**src/rtl/lq_alloc.sv**
```systemverilog
`default_nettype none

module lq_alloc #(
    parameter  int LQ_SIZE = 8,
    parameter  int WAYS    = 2,
    localparam int WAY_W   = (WAYS > 1) ? $clog2(WAYS) : 1
) (
    input  wire  [LQ_SIZE-1:0]            free_mask,
    input  wire  [WAYS-1:0]               ld_en,
    output logic [LQ_SIZE-1:0]            entry_write,
    output logic [LQ_SIZE-1:0][WAY_W-1:0] entry_way
);

    // one-hot entry chosen by each way
    logic [WAYS-1:0][LQ_SIZE-1:0] way_gnt;

    // even ways scan up from entry 0, odd ways scan down from the top
    always_comb begin
        logic [LQ_SIZE-1:0] remaining;
        int                 e;
        remaining = free_mask;
        way_gnt   = '0;
        for (int w = 0; w < WAYS; w++) begin
            for (int k = 0; k < LQ_SIZE; k++) begin
                e = (w % 2 == 0) ? k : LQ_SIZE - 1 - k;
                if (ld_en[w] && remaining[e] && way_gnt[w] == '0) begin
                    way_gnt[w][e] = 1'b1;
                    remaining[e]  = 1'b0;
                end
            end
        end
    end

    // fold the per-way grants into per-entry strobes
    always_comb begin
        entry_write = '0;
        entry_way   = '0;
        for (int w = 0; w < WAYS; w++) begin
            for (int e = 0; e < LQ_SIZE; e++) begin
                if (way_gnt[w][e]) begin
                    entry_write[e] = 1'b1;
                    entry_way[e]   = WAY_W'(w);
                end
            end
        end
    end

    // two ways never land on the same entry
    always_comb begin
        for (int a = 0; a < WAYS; a++) begin
            for (int b = a + 1; b < WAYS; b++) begin
                assert ((way_gnt[a] & way_gnt[b]) == '0)
                    else $error("lq_alloc: ways %0d and %0d share an entry", a, b);
            end
        end
    end

endmodule

`default_nettype wire

```
**config.mk**
```make
export PLATFORM = sky130hd
export DESIGN_NAME = lq_alloc
export DESIGN_NICKNAME = d
export VERILOG_FILES = /design/src/rtl/lq_alloc.sv
export SDC_FILE = /design/constraint.sdc
export NUM_CORES = 1
export LEC_CHECK = 0
export BUFFER_PORTS_ARGS = -buffer_cell sky130_fd_sc_hd__buf_2
export CAP_MARGIN = 15
export CORE_AREA = 2 2 39 41
export DETAILED_ROUTE_END_ITERATION = 16
export DIE_AREA = 0 0 41 43
export SKIP_LAST_GASP = 1
export SLEW_MARGIN = 5
export SYNTH_ARGS = -nofsm -noshare
export SYNTH_HDL_FRONTEND = slang
export SYNTH_SLANG_ARGS = --single-unit
```
**constraint.sdc**
```tcl
create_clock -name vclk -period 1.2
set_input_delay 0.12 -clock vclk [all_inputs]
set_output_delay 0.12 -clock vclk [all_outputs]
set_load 0.02 [all_outputs]
```
==> flow_metrics.env, run 1 <==
export IMPL_fin_cells=115
export IMPL_violations="setup timing"
export IMPL_fin_hold_ws_ns=0.627
export IMPL_setup_violations=15
export IMPL_cpMostUsedCell="buf_4"
export IMPL_rsz0062_at_grt="true"
export IMPL_met3_length_um=77
export IMPL_first_iter_violations=7
export IMPL_final_area_um2=885
export IMPL_seqPwrFrac_pct=0
export IMPL_routed_wl_um=1370
export IMPL_dieWidth_um=41
export IMPL_irDropWorstVdd_mv=0.141
export IMPL_vias=567
export IMPL_yosysWarnings=0
export IMPL_rows=14
export IMPL_synthCells=56
export IMPL_syn_num_nets=66
export IMPL_cp_start_kind="input pin"
export IMPL_p_leak_uw=0.000375
export IMPL_wl_met2_um=754
export IMPL_power_switching_uw=124
export IMPL_p_comb_share_pct=100.0
export IMPL_seq_area_um2=0
export IMPL_crit_arrival_ns=1.54
export IMPL_synth_top_area_share_pct=9.41
export IMPL_wl_met1_um=542
export IMPL_start_util_pct=23.1
export IMPL_drv_cap=0
export IMPL_netlist_cell_type_count=25
export IMPL_fin_ws_ns=-0.458
export IMPL_antenna_found_initial=0
export IMPL_grt_max_degree=9
export IMPL_critPathMaxStageDelay_ns=0.54
export IMPL_cts_hold_buf=0
export IMPL_die_h_um=43
export IMPL_grt_use_total_pct=15.6
export IMPL_synth_top_area_cell="nor3_1"
export IMPL_grt_pass1_vias=510
export IMPL_netlist_area_um2=319
export IMPL_whs_endpoint="entry_way[1]"
export IMPL_critical_path_cell_chain="buf_6, or4b_4, a211oi_2, o21ai_2, buf_4, nor3b_2, buf_4"
export IMPL_fillers=126
export IMPL_area_delta_synth_final_pct=177
export IMPL_via_per_inst=4.93
export IMPL_dieArea_um2=1760
export IMPL_dp_cells=111
export IMPL_grt_pass1_wl_um=2030
export IMPL_critPathSlowestCell="or4b_4"
export IMPL_slew_viol_final=0
export IMPL_routed_top_layer="met3"
export IMPL_core_area_um2=1380
export IMPL_post_route_util_pct=63.9
export IMPL_clock_fmax_ghz=0.603
export IMPL_crit_required_ns=1.08
export IMPL_syn_area_per_cell_um2=5.70
export IMPL_dr_pass1_iters=2
export IMPL_crit_fanout=3
export IMPL_clockBufferCount=0
export IMPL_slew_headroom_pct=84.3
export IMPL_dpl_cell_area_um2=678
export IMPL_critPathTopFamily="simple AND/OR/NAND/NOR gates"
export IMPL_drc_errors=0
export IMPL_worstSetupEndpointType="primary output"
export IMPL_max_slew_worst_pin_slew_ns=0.234
export IMPL_synthTopCellsByArea="nor3_1, nor2_1, nand2b_1, nand2_1, o21a_1"
export IMPL_worstHoldStart="free_mask[2]"
export IMPL_multi_input_area_um2=473
export IMPL_seq_cells=0
export IMPL_port_buffer_count=26
export IMPL_finalHoldViolCount=0
export IMPL_ys_seq_area_share_pct=0
export IMPL_ant_nets=0
export IMPL_status="finished with violations"
export IMPL_final_nets=111
export IMPL_p_clk_share_pct=0
export IMPL_final_common_cell="buf_4"
export IMPL_gp_congestion=0.715
export IMPL_finalSetupTns_ns=-2.56
export IMPL_grt_remaining_overflow=0
export IMPL_crit_type="input pin to primary output"
export IMPL_switching_share_pct=51.5
export IMPL_power_internal_uw=117
export IMPL_avgRoutedWirePerCell_um=11.9
export IMPL_worstHoldPathCells=4
export IMPL_drive_above_1_share_pct=68.7
export IMPL_floorplan_io_pins=26
export IMPL_diodes=0
export IMPL_hp_class="input pin to primary output"
export IMPL_pwr_density_cell_nw_per_um2=272
export IMPL_final_cell_mix="buf_4, buf_6, buf_2"
export IMPL_period_needed_ns=1.66
export IMPL_post_route_period_util_pct=138
export IMPL_crit_buf_inv=3
[worst max-delay path by stage]
stage / start / end / slack [ns] / cells after the start
floorplan: free_mask[1] / entry_way[1] / -0.32 / 4
global placement: free_mask[1] / entry_way[1] / -0.49 / 6
detailed placement: free_mask[1] / entry_way[1] / -0.51 / 6
CTS: free_mask[1] / entry_way[2] / -0.45 / 7
global route: free_mask[1] / entry_way[1] / -0.55 / 6
finish: free_mask[1] / entry_way[2] / -0.46 / 7
[synth_stat cells]
cell type	n
nor3_1	6
and3b_1	1
a211oi_2	1
clkbuf_1	3
nor4_1	2
nand2_1	6
or4b_2	1
nor2b_1	3
a21oi_1	1
o21ai_1	1
o21a_1	3
o31ai_1	1
nor4b_1	1
o21ai_0	3
nand2b_1	4
inv_1	1
and3_1	1
and2_1	2
o211ai_1	1
nor3b_1	2
a211oi_1	1
or4b_1	1
a31oi_1	1
nand3_1	1
nor2_1	8
[layer usage]
metal | vias up | GRT usage (%)
met5 | - | 0
met4 | 0 | 0
met3 | 0 | 0
met2 | 17 | 30.3
met1 | 254 | 18.7
li1 | 296 | -
[area by class of cell]
class,instances,share of cell area (%)
inverter,1,0.424
multi-input combinational,52,53.5
tap,16,2.26
timing repair buffer,46,43.8
[power groups by stage]
stage | clock (uW) | combinational, uW | sequential (uW)
after floorplan | 0 | 95.9 | 0
after detailed placement | 0 | 185 | 0
after global placement | 0 | 183 | 0
after CTS | 0 | 230 | 0
final | 0 | 240 | 0
after global routing | 0 | 257 | 0
[worst min-delay path: cells and delay by family]
kind / cells / cell delay, ns
AND/OR/NAND/NOR: 1 / 0.04
buffers and inverters: 3 / 0.35
[stage by stage]
step           worst slack (ns)  power [uW]
5_1_grt                  -0.550         257
3_3_place_gp             -0.494         183
2_1_floorplan            -0.321        95.9
4_1_cts                  -0.447         230
3_5_place_dp             -0.511         185
6_report                 -0.458         240
[kinds of logic (layout without fill, tap and decap cells)]
family,count (synthesis),in the layout,share of synthesized area [%]
AO/OA/AOI/OAI,13,13,27.8
buffers and inverters,4,47,4.70
AND/OR/NAND/NOR,39,39,67.4
[what timing repair did]
item | 4_1_cts | 5_1_grt
resized for setup | 40 | 9
cloned | 0 | 0
setup endpoints to repair | 15 | 16
buffers inserted | 6 | 1
pin swaps | 9 | 5
(Power assumes the default switching activity.)
==> run 2: changes to the inputs <==
--- a/config.mk
+++ b/config.mk
@@ -5,12 +5,12 @@
 export SDC_FILE = /design/constraint.sdc
 export NUM_CORES = 1
 export LEC_CHECK = 0
-export BUFFER_PORTS_ARGS = -buffer_cell sky130_fd_sc_hd__buf_2
+export BUFFER_PORTS_ARGS = -buffer_cell sky130_fd_sc_hd__buf_4
 export CAP_MARGIN = 15
 export CORE_AREA = 2 2 39 41
 export DETAILED_ROUTE_END_ITERATION = 16
 export DIE_AREA = 0 0 41 43
-export SKIP_LAST_GASP = 1
+export SETUP_SLACK_MARGIN = 0.1
 export SLEW_MARGIN = 5
 export SYNTH_ARGS = -nofsm -noshare
 export SYNTH_HDL_FRONTEND = slang
==> run 2 against run 1 <==
Effect of this change: the run still ends with setup timing left; first-iteration DRC count down 71%; sequential cell count unchanged; core utilization increased by 1.4 points; sequential share of layout area unchanged; die area is the same; final cell count down 1.7%; wire length up 1.2%; final area grew 2.3%; global-route usage increased by 2.7 points.
==> flow_metrics.env, run 2 (synthesized netlist as in run 1, its figures left out) <==
export IMPL_finalHoldViolCount=0
export IMPL_rows=14
export IMPL_critPathMaxStageDelay_ns=0.55
export IMPL_antenna_found_initial=0
export IMPL_p_clk_share_pct=0
export IMPL_seq_cells=0
export IMPL_start_util_pct=23.1
export IMPL_dpl_cell_area_um2=738
export IMPL_critical_path_cell_chain="buf_6, or4b_4, a211oi_2, o21ai_2, nor4b_4, buf_4"
export IMPL_dr_pass1_iters=2
export IMPL_first_iter_violations=2
export IMPL_routed_wl_um=1390
export IMPL_critPathTopFamily="simple AND/OR/NAND/NOR gates"
export IMPL_clock_fmax_ghz=0.595
export IMPL_period_needed_ns=1.68
export IMPL_finalSetupTns_ns=-3.57
export IMPL_vias=566
export IMPL_post_route_period_util_pct=140
export IMPL_p_comb_share_pct=100.0
export IMPL_final_cell_mix="buf_4, buf_6, nand2_1, nor2_1, nand2b_1"
export IMPL_seqPwrFrac_pct=0
export IMPL_crit_fanout=3
export IMPL_fin_total_pwr_uw=252
export IMPL_final_common_cell="buf_4"
export IMPL_power_internal_uw=125
export IMPL_via_per_inst=5.01
export IMPL_status="finished with violations"
export IMPL_slew_headroom_pct=79.6
export IMPL_multi_input_area_um2=487
export IMPL_irDropWorstVdd_mv=0.138
export IMPL_cts_hold_buf=0
export IMPL_grt_remaining_overflow=0
export IMPL_final_nets=109
export IMPL_gp_congestion=0.709
export IMPL_clockBufferCount=0
export IMPL_power_switching_uw=127
export IMPL_fin_ws_ns=-0.480
export IMPL_drive_above_1_share_pct=71.1
export IMPL_fin_cells=113
export IMPL_area_delta_synth_final_pct=184
export IMPL_slew_viol_final=0
export IMPL_crit_buf_inv=2
export IMPL_grt_pass1_wl_um=2370
export IMPL_setup_violations=15
export IMPL_core_area_um2=1380
export IMPL_worstSetupEndpointType="primary output"
export IMPL_floorplan_io_pins=26
export IMPL_ant_nets=0
export IMPL_dieArea_um2=1760
export IMPL_p_leak_uw=0.000388
export IMPL_drc_errors=0
export IMPL_dieWidth_um=41
export IMPL_die_h_um=43
export IMPL_pwr_density_cell_nw_per_um2=279
export IMPL_fillers=122
export IMPL_final_area_um2=905
export IMPL_grt_max_degree=9
export IMPL_diodes=0
export IMPL_dp_cells=109
export IMPL_hp_class="input pin to primary output"
export IMPL_rsz0062_at_grt="true"
export IMPL_crit_type="input pin to primary output"
export IMPL_violations="setup timing"
export IMPL_cp_start_kind="input pin"
export IMPL_crit_required_ns=1.08
export IMPL_port_buffer_count=26
export IMPL_avgRoutedWirePerCell_um=12.3
export IMPL_drv_cap=0
export IMPL_crit_arrival_ns=1.56
export IMPL_grt_pass1_vias=564
export IMPL_max_slew_worst_pin_slew_ns=0.307
export IMPL_place_hpwl_um=997
export IMPL_switching_share_pct=50.3
export IMPL_seq_area_um2=0
export IMPL_grt_use_total_pct=18.3
export IMPL_critPathSlowestCell="or4b_4"
## run 2: layer usage
| layer | part of all wire (%) | track usage [%] |
|---|---|---|
| met1 | 37 | 21.0 |
| met3 | 7.1 | 2.62 |
| met5 | 0 | 0 |
| met2 | 53 | 32.8 |
| met4 | 2.7 | 4.67 |
## run 2: final cells by class
class	instances	share of cell area (%)
Multi-Input combinational cell	52	53.8
Timing Repair Buffer	44	43.6
Tap cell	16	2.21
Inverter	1	0.415
## run 2: worst paths after layout
| path | startpoint | endpoint | slack [ns] | depth (start not counted) |
|---|---|---|---|---|
| min | free_mask[7] | entry_write[7] | 0.62 | 3 |
| max | free_mask[1] | entry_way[1] | -0.48 | 6 |
## run 2: power groups by stage
stage | clock, uW | sequential, uW | combinational (uW)
detailed placement | 0 | 0 | 203
CTS | 0 | 0 | 252
finish | 0 | 0 | 252
floorplan | 0 | 0 | 97.1
global route | 0 | 0 | 271
global placement | 0 | 0 | 201
## run 2: repair_timing
item	CTS	global route
buffers inserted	8	1
pin swaps	13	8
endpoints found under the setup margin	16	16
gates resized for setup	29	9
## run 2: metrics by stage
stage | util (%) | setup slack [ns] | hold slack, ns
global route | 65.4 | -0.523 | 0.638
CTS | 65.4 | -0.487 | 0.625
floorplan | - | -0.321 | 0.277
global placement | 53.3 | -0.487 | 0.622
detailed placement | 53.3 | -0.503 | 0.633
finish | 65.4 | -0.480 | 0.624
==> run 3: changes to the inputs <==
--- a/config.mk
+++ b/config.mk
@@ -10,6 +10,7 @@
 export CORE_AREA = 2 2 39 41
 export DETAILED_ROUTE_END_ITERATION = 16
 export DIE_AREA = 0 0 41 43
+export MAX_ROUTING_LAYER = met4
 export SETUP_SLACK_MARGIN = 0.1
 export SLEW_MARGIN = 5
 export SYNTH_ARGS = -nofsm -noshare
==> run 3 against run 2 <==
Effect of this change: the flow still finishes with violations (setup timing); final area stayed put; clock-buffer cell count is the same; final cell count unchanged; hold slack did not move; sequential cell count did not move; fmax barely moved; via count unchanged; first-iteration DRC count unchanged.
==> flow_metrics.env, run 3 (synthesized netlist as in run 1, its figures left out) <==
export IMPL_dieArea_um2=1760
export IMPL_crit_type="input pin to primary output"
export IMPL_crit_fanout=3
export IMPL_rsz0062_at_grt="true"
export IMPL_final_cell_mix="buf_4, buf_6, nand2_1, nor2_1, nand2b_1"
export IMPL_rows=14
export IMPL_crit_arrival_ns=1.56
export IMPL_via_per_inst=5.01
export IMPL_max_slew_worst_pin_slew_ns=0.306
export IMPL_post_route_period_util_pct=140
export IMPL_grt_max_degree=9
export IMPL_die_h_um=43
export IMPL_gp_congestion=0.717
export IMPL_finalSetupTns_ns=-3.55
export IMPL_cp_start_kind="input pin"
export IMPL_worstSetupEndpointType="primary output"
export IMPL_cts_hold_buf=0
export IMPL_drc_errors=0
export IMPL_irDropWorstVdd_mv=0.137
export IMPL_antenna_found_initial=0
export IMPL_dieWidth_um=41
export IMPL_port_buffer_count=26
export IMPL_final_nets=109
export IMPL_setup_violations=15
export IMPL_met1_usage_pct=20.6
export IMPL_hp_class="input pin to primary output"
export IMPL_place_hpwl_um=997
export IMPL_finalHoldViolCount=0
export IMPL_grt_pass1_vias=569
export IMPL_grt_use_total_pct=18.5
export IMPL_grtUsageMet2_pct=32.8
export IMPL_gr_usage_met3_pct=2.09
export IMPL_vias=566
export IMPL_fin_ws_ns=-0.480
export IMPL_pwr_density_cell_nw_per_um2=278
export IMPL_ant_nets=0
export IMPL_seq_area_um2=0
export IMPL_period_needed_ns=1.68
export IMPL_grt_busiest_layer="met2"
export IMPL_worstHoldStart="free_mask[7]"
export IMPL_drive_above_1_share_pct=71.1
export IMPL_status="finished with violations"
export IMPL_worstHoldPathCells=3
export IMPL_final_common_cell="buf_4"
export IMPL_first_iter_violations=2
export IMPL_drv_cap=0
export IMPL_routed_wl_um=1380
export IMPL_slew_headroom_pct=79.6
export IMPL_p_leak_uw=0.000388
export IMPL_floorplan_io_pins=26
export IMPL_fin_total_pwr_uw=252
export IMPL_diodes=0
export IMPL_final_area_um2=905
export IMPL_whs_endpoint="entry_write[7]"
export IMPL_dpl_cell_area_um2=738
export IMPL_core_area_um2=1380
export IMPL_dr_pass1_iters=2
export IMPL_clock_fmax_ghz=0.595
export IMPL_start_util_pct=23.1
export IMPL_area_delta_synth_final_pct=184
export IMPL_grt_pass1_wl_um=2350
export IMPL_avgRoutedWirePerCell_um=12.2
export IMPL_seq_cells=0
export IMPL_grt_remaining_overflow=0
export IMPL_slew_viol_final=0
export IMPL_clockBufferCount=0
export IMPL_crit_required_ns=1.08
export IMPL_startpoint="free_mask[1]"
export IMPL_violations="setup timing"
run 3: cell counts in the layout (fill, tap and decap cells not counted):
Identical to the previous run, type by type.
run 3: worst max-delay path, stage by stage:
cell and delay (ns):
buf_6 0.09, or4b_4 0.55, a211oi_2 0.22, o21ai_2 0.13, nor4b_4 0.27, buf_4 0.17
run 3: worst max path at each step:
stage,end,slack (ns),cells past startpoint
floorplan,entry_way[1],-0.32,4
global placement,entry_way[1],-0.49,6
detailed placement,entry_way[1],-0.50,6
CTS,entry_way[1],-0.49,6
global route,entry_way[1],-0.52,6
finish,entry_way[1],-0.48,6
run 3: stage by stage:
stage	utilization [%]	hold slack [ns]	std cells	setup slack [ns]
6_report	65.4	0.624	113	-0.480
5_1_grt	65.4	0.638	113	-0.523
4_1_cts	65.4	0.625	116	-0.487
3_5_place_dp	53.3	0.633	109	-0.503
3_3_place_gp	53.3	0.622	109	-0.487
2_1_floorplan	-	0.277	56	-0.321
run 3: area by class of cell:
type / count / area (um2)
timing repair buffer: 44 / 394
tap: 16 / 20.0
multi-input combinational: 52 / 487
fill: 122 / 479
inverter: 1 / 3.75
run 3: repair_timing:
item,in CTS,in global routing
pin swaps,13,8
gates resized for setup,29,9
buffers inserted,8,1
endpoints found under the setup margin,16,16
run 3: routing by layer:
metal | share of wire (%) | vias up
li1 | - | 286
met1 | 37 | 255
met2 | 53 | 21
met3 | 6.6 | 4
met4 | 2.7 | 0
met5 | 0 | -
run 3: power breakdown:
group | total [uW] | internal (uW) | leakage [uW] | switching, uW
clock network | 0 | 0 | 0 | 0
logic | 252 | 125 | 0.000388 | 126
registers | 0 | 0 | 0 | 0
total | 252 | 125 | 0.000388 | 126
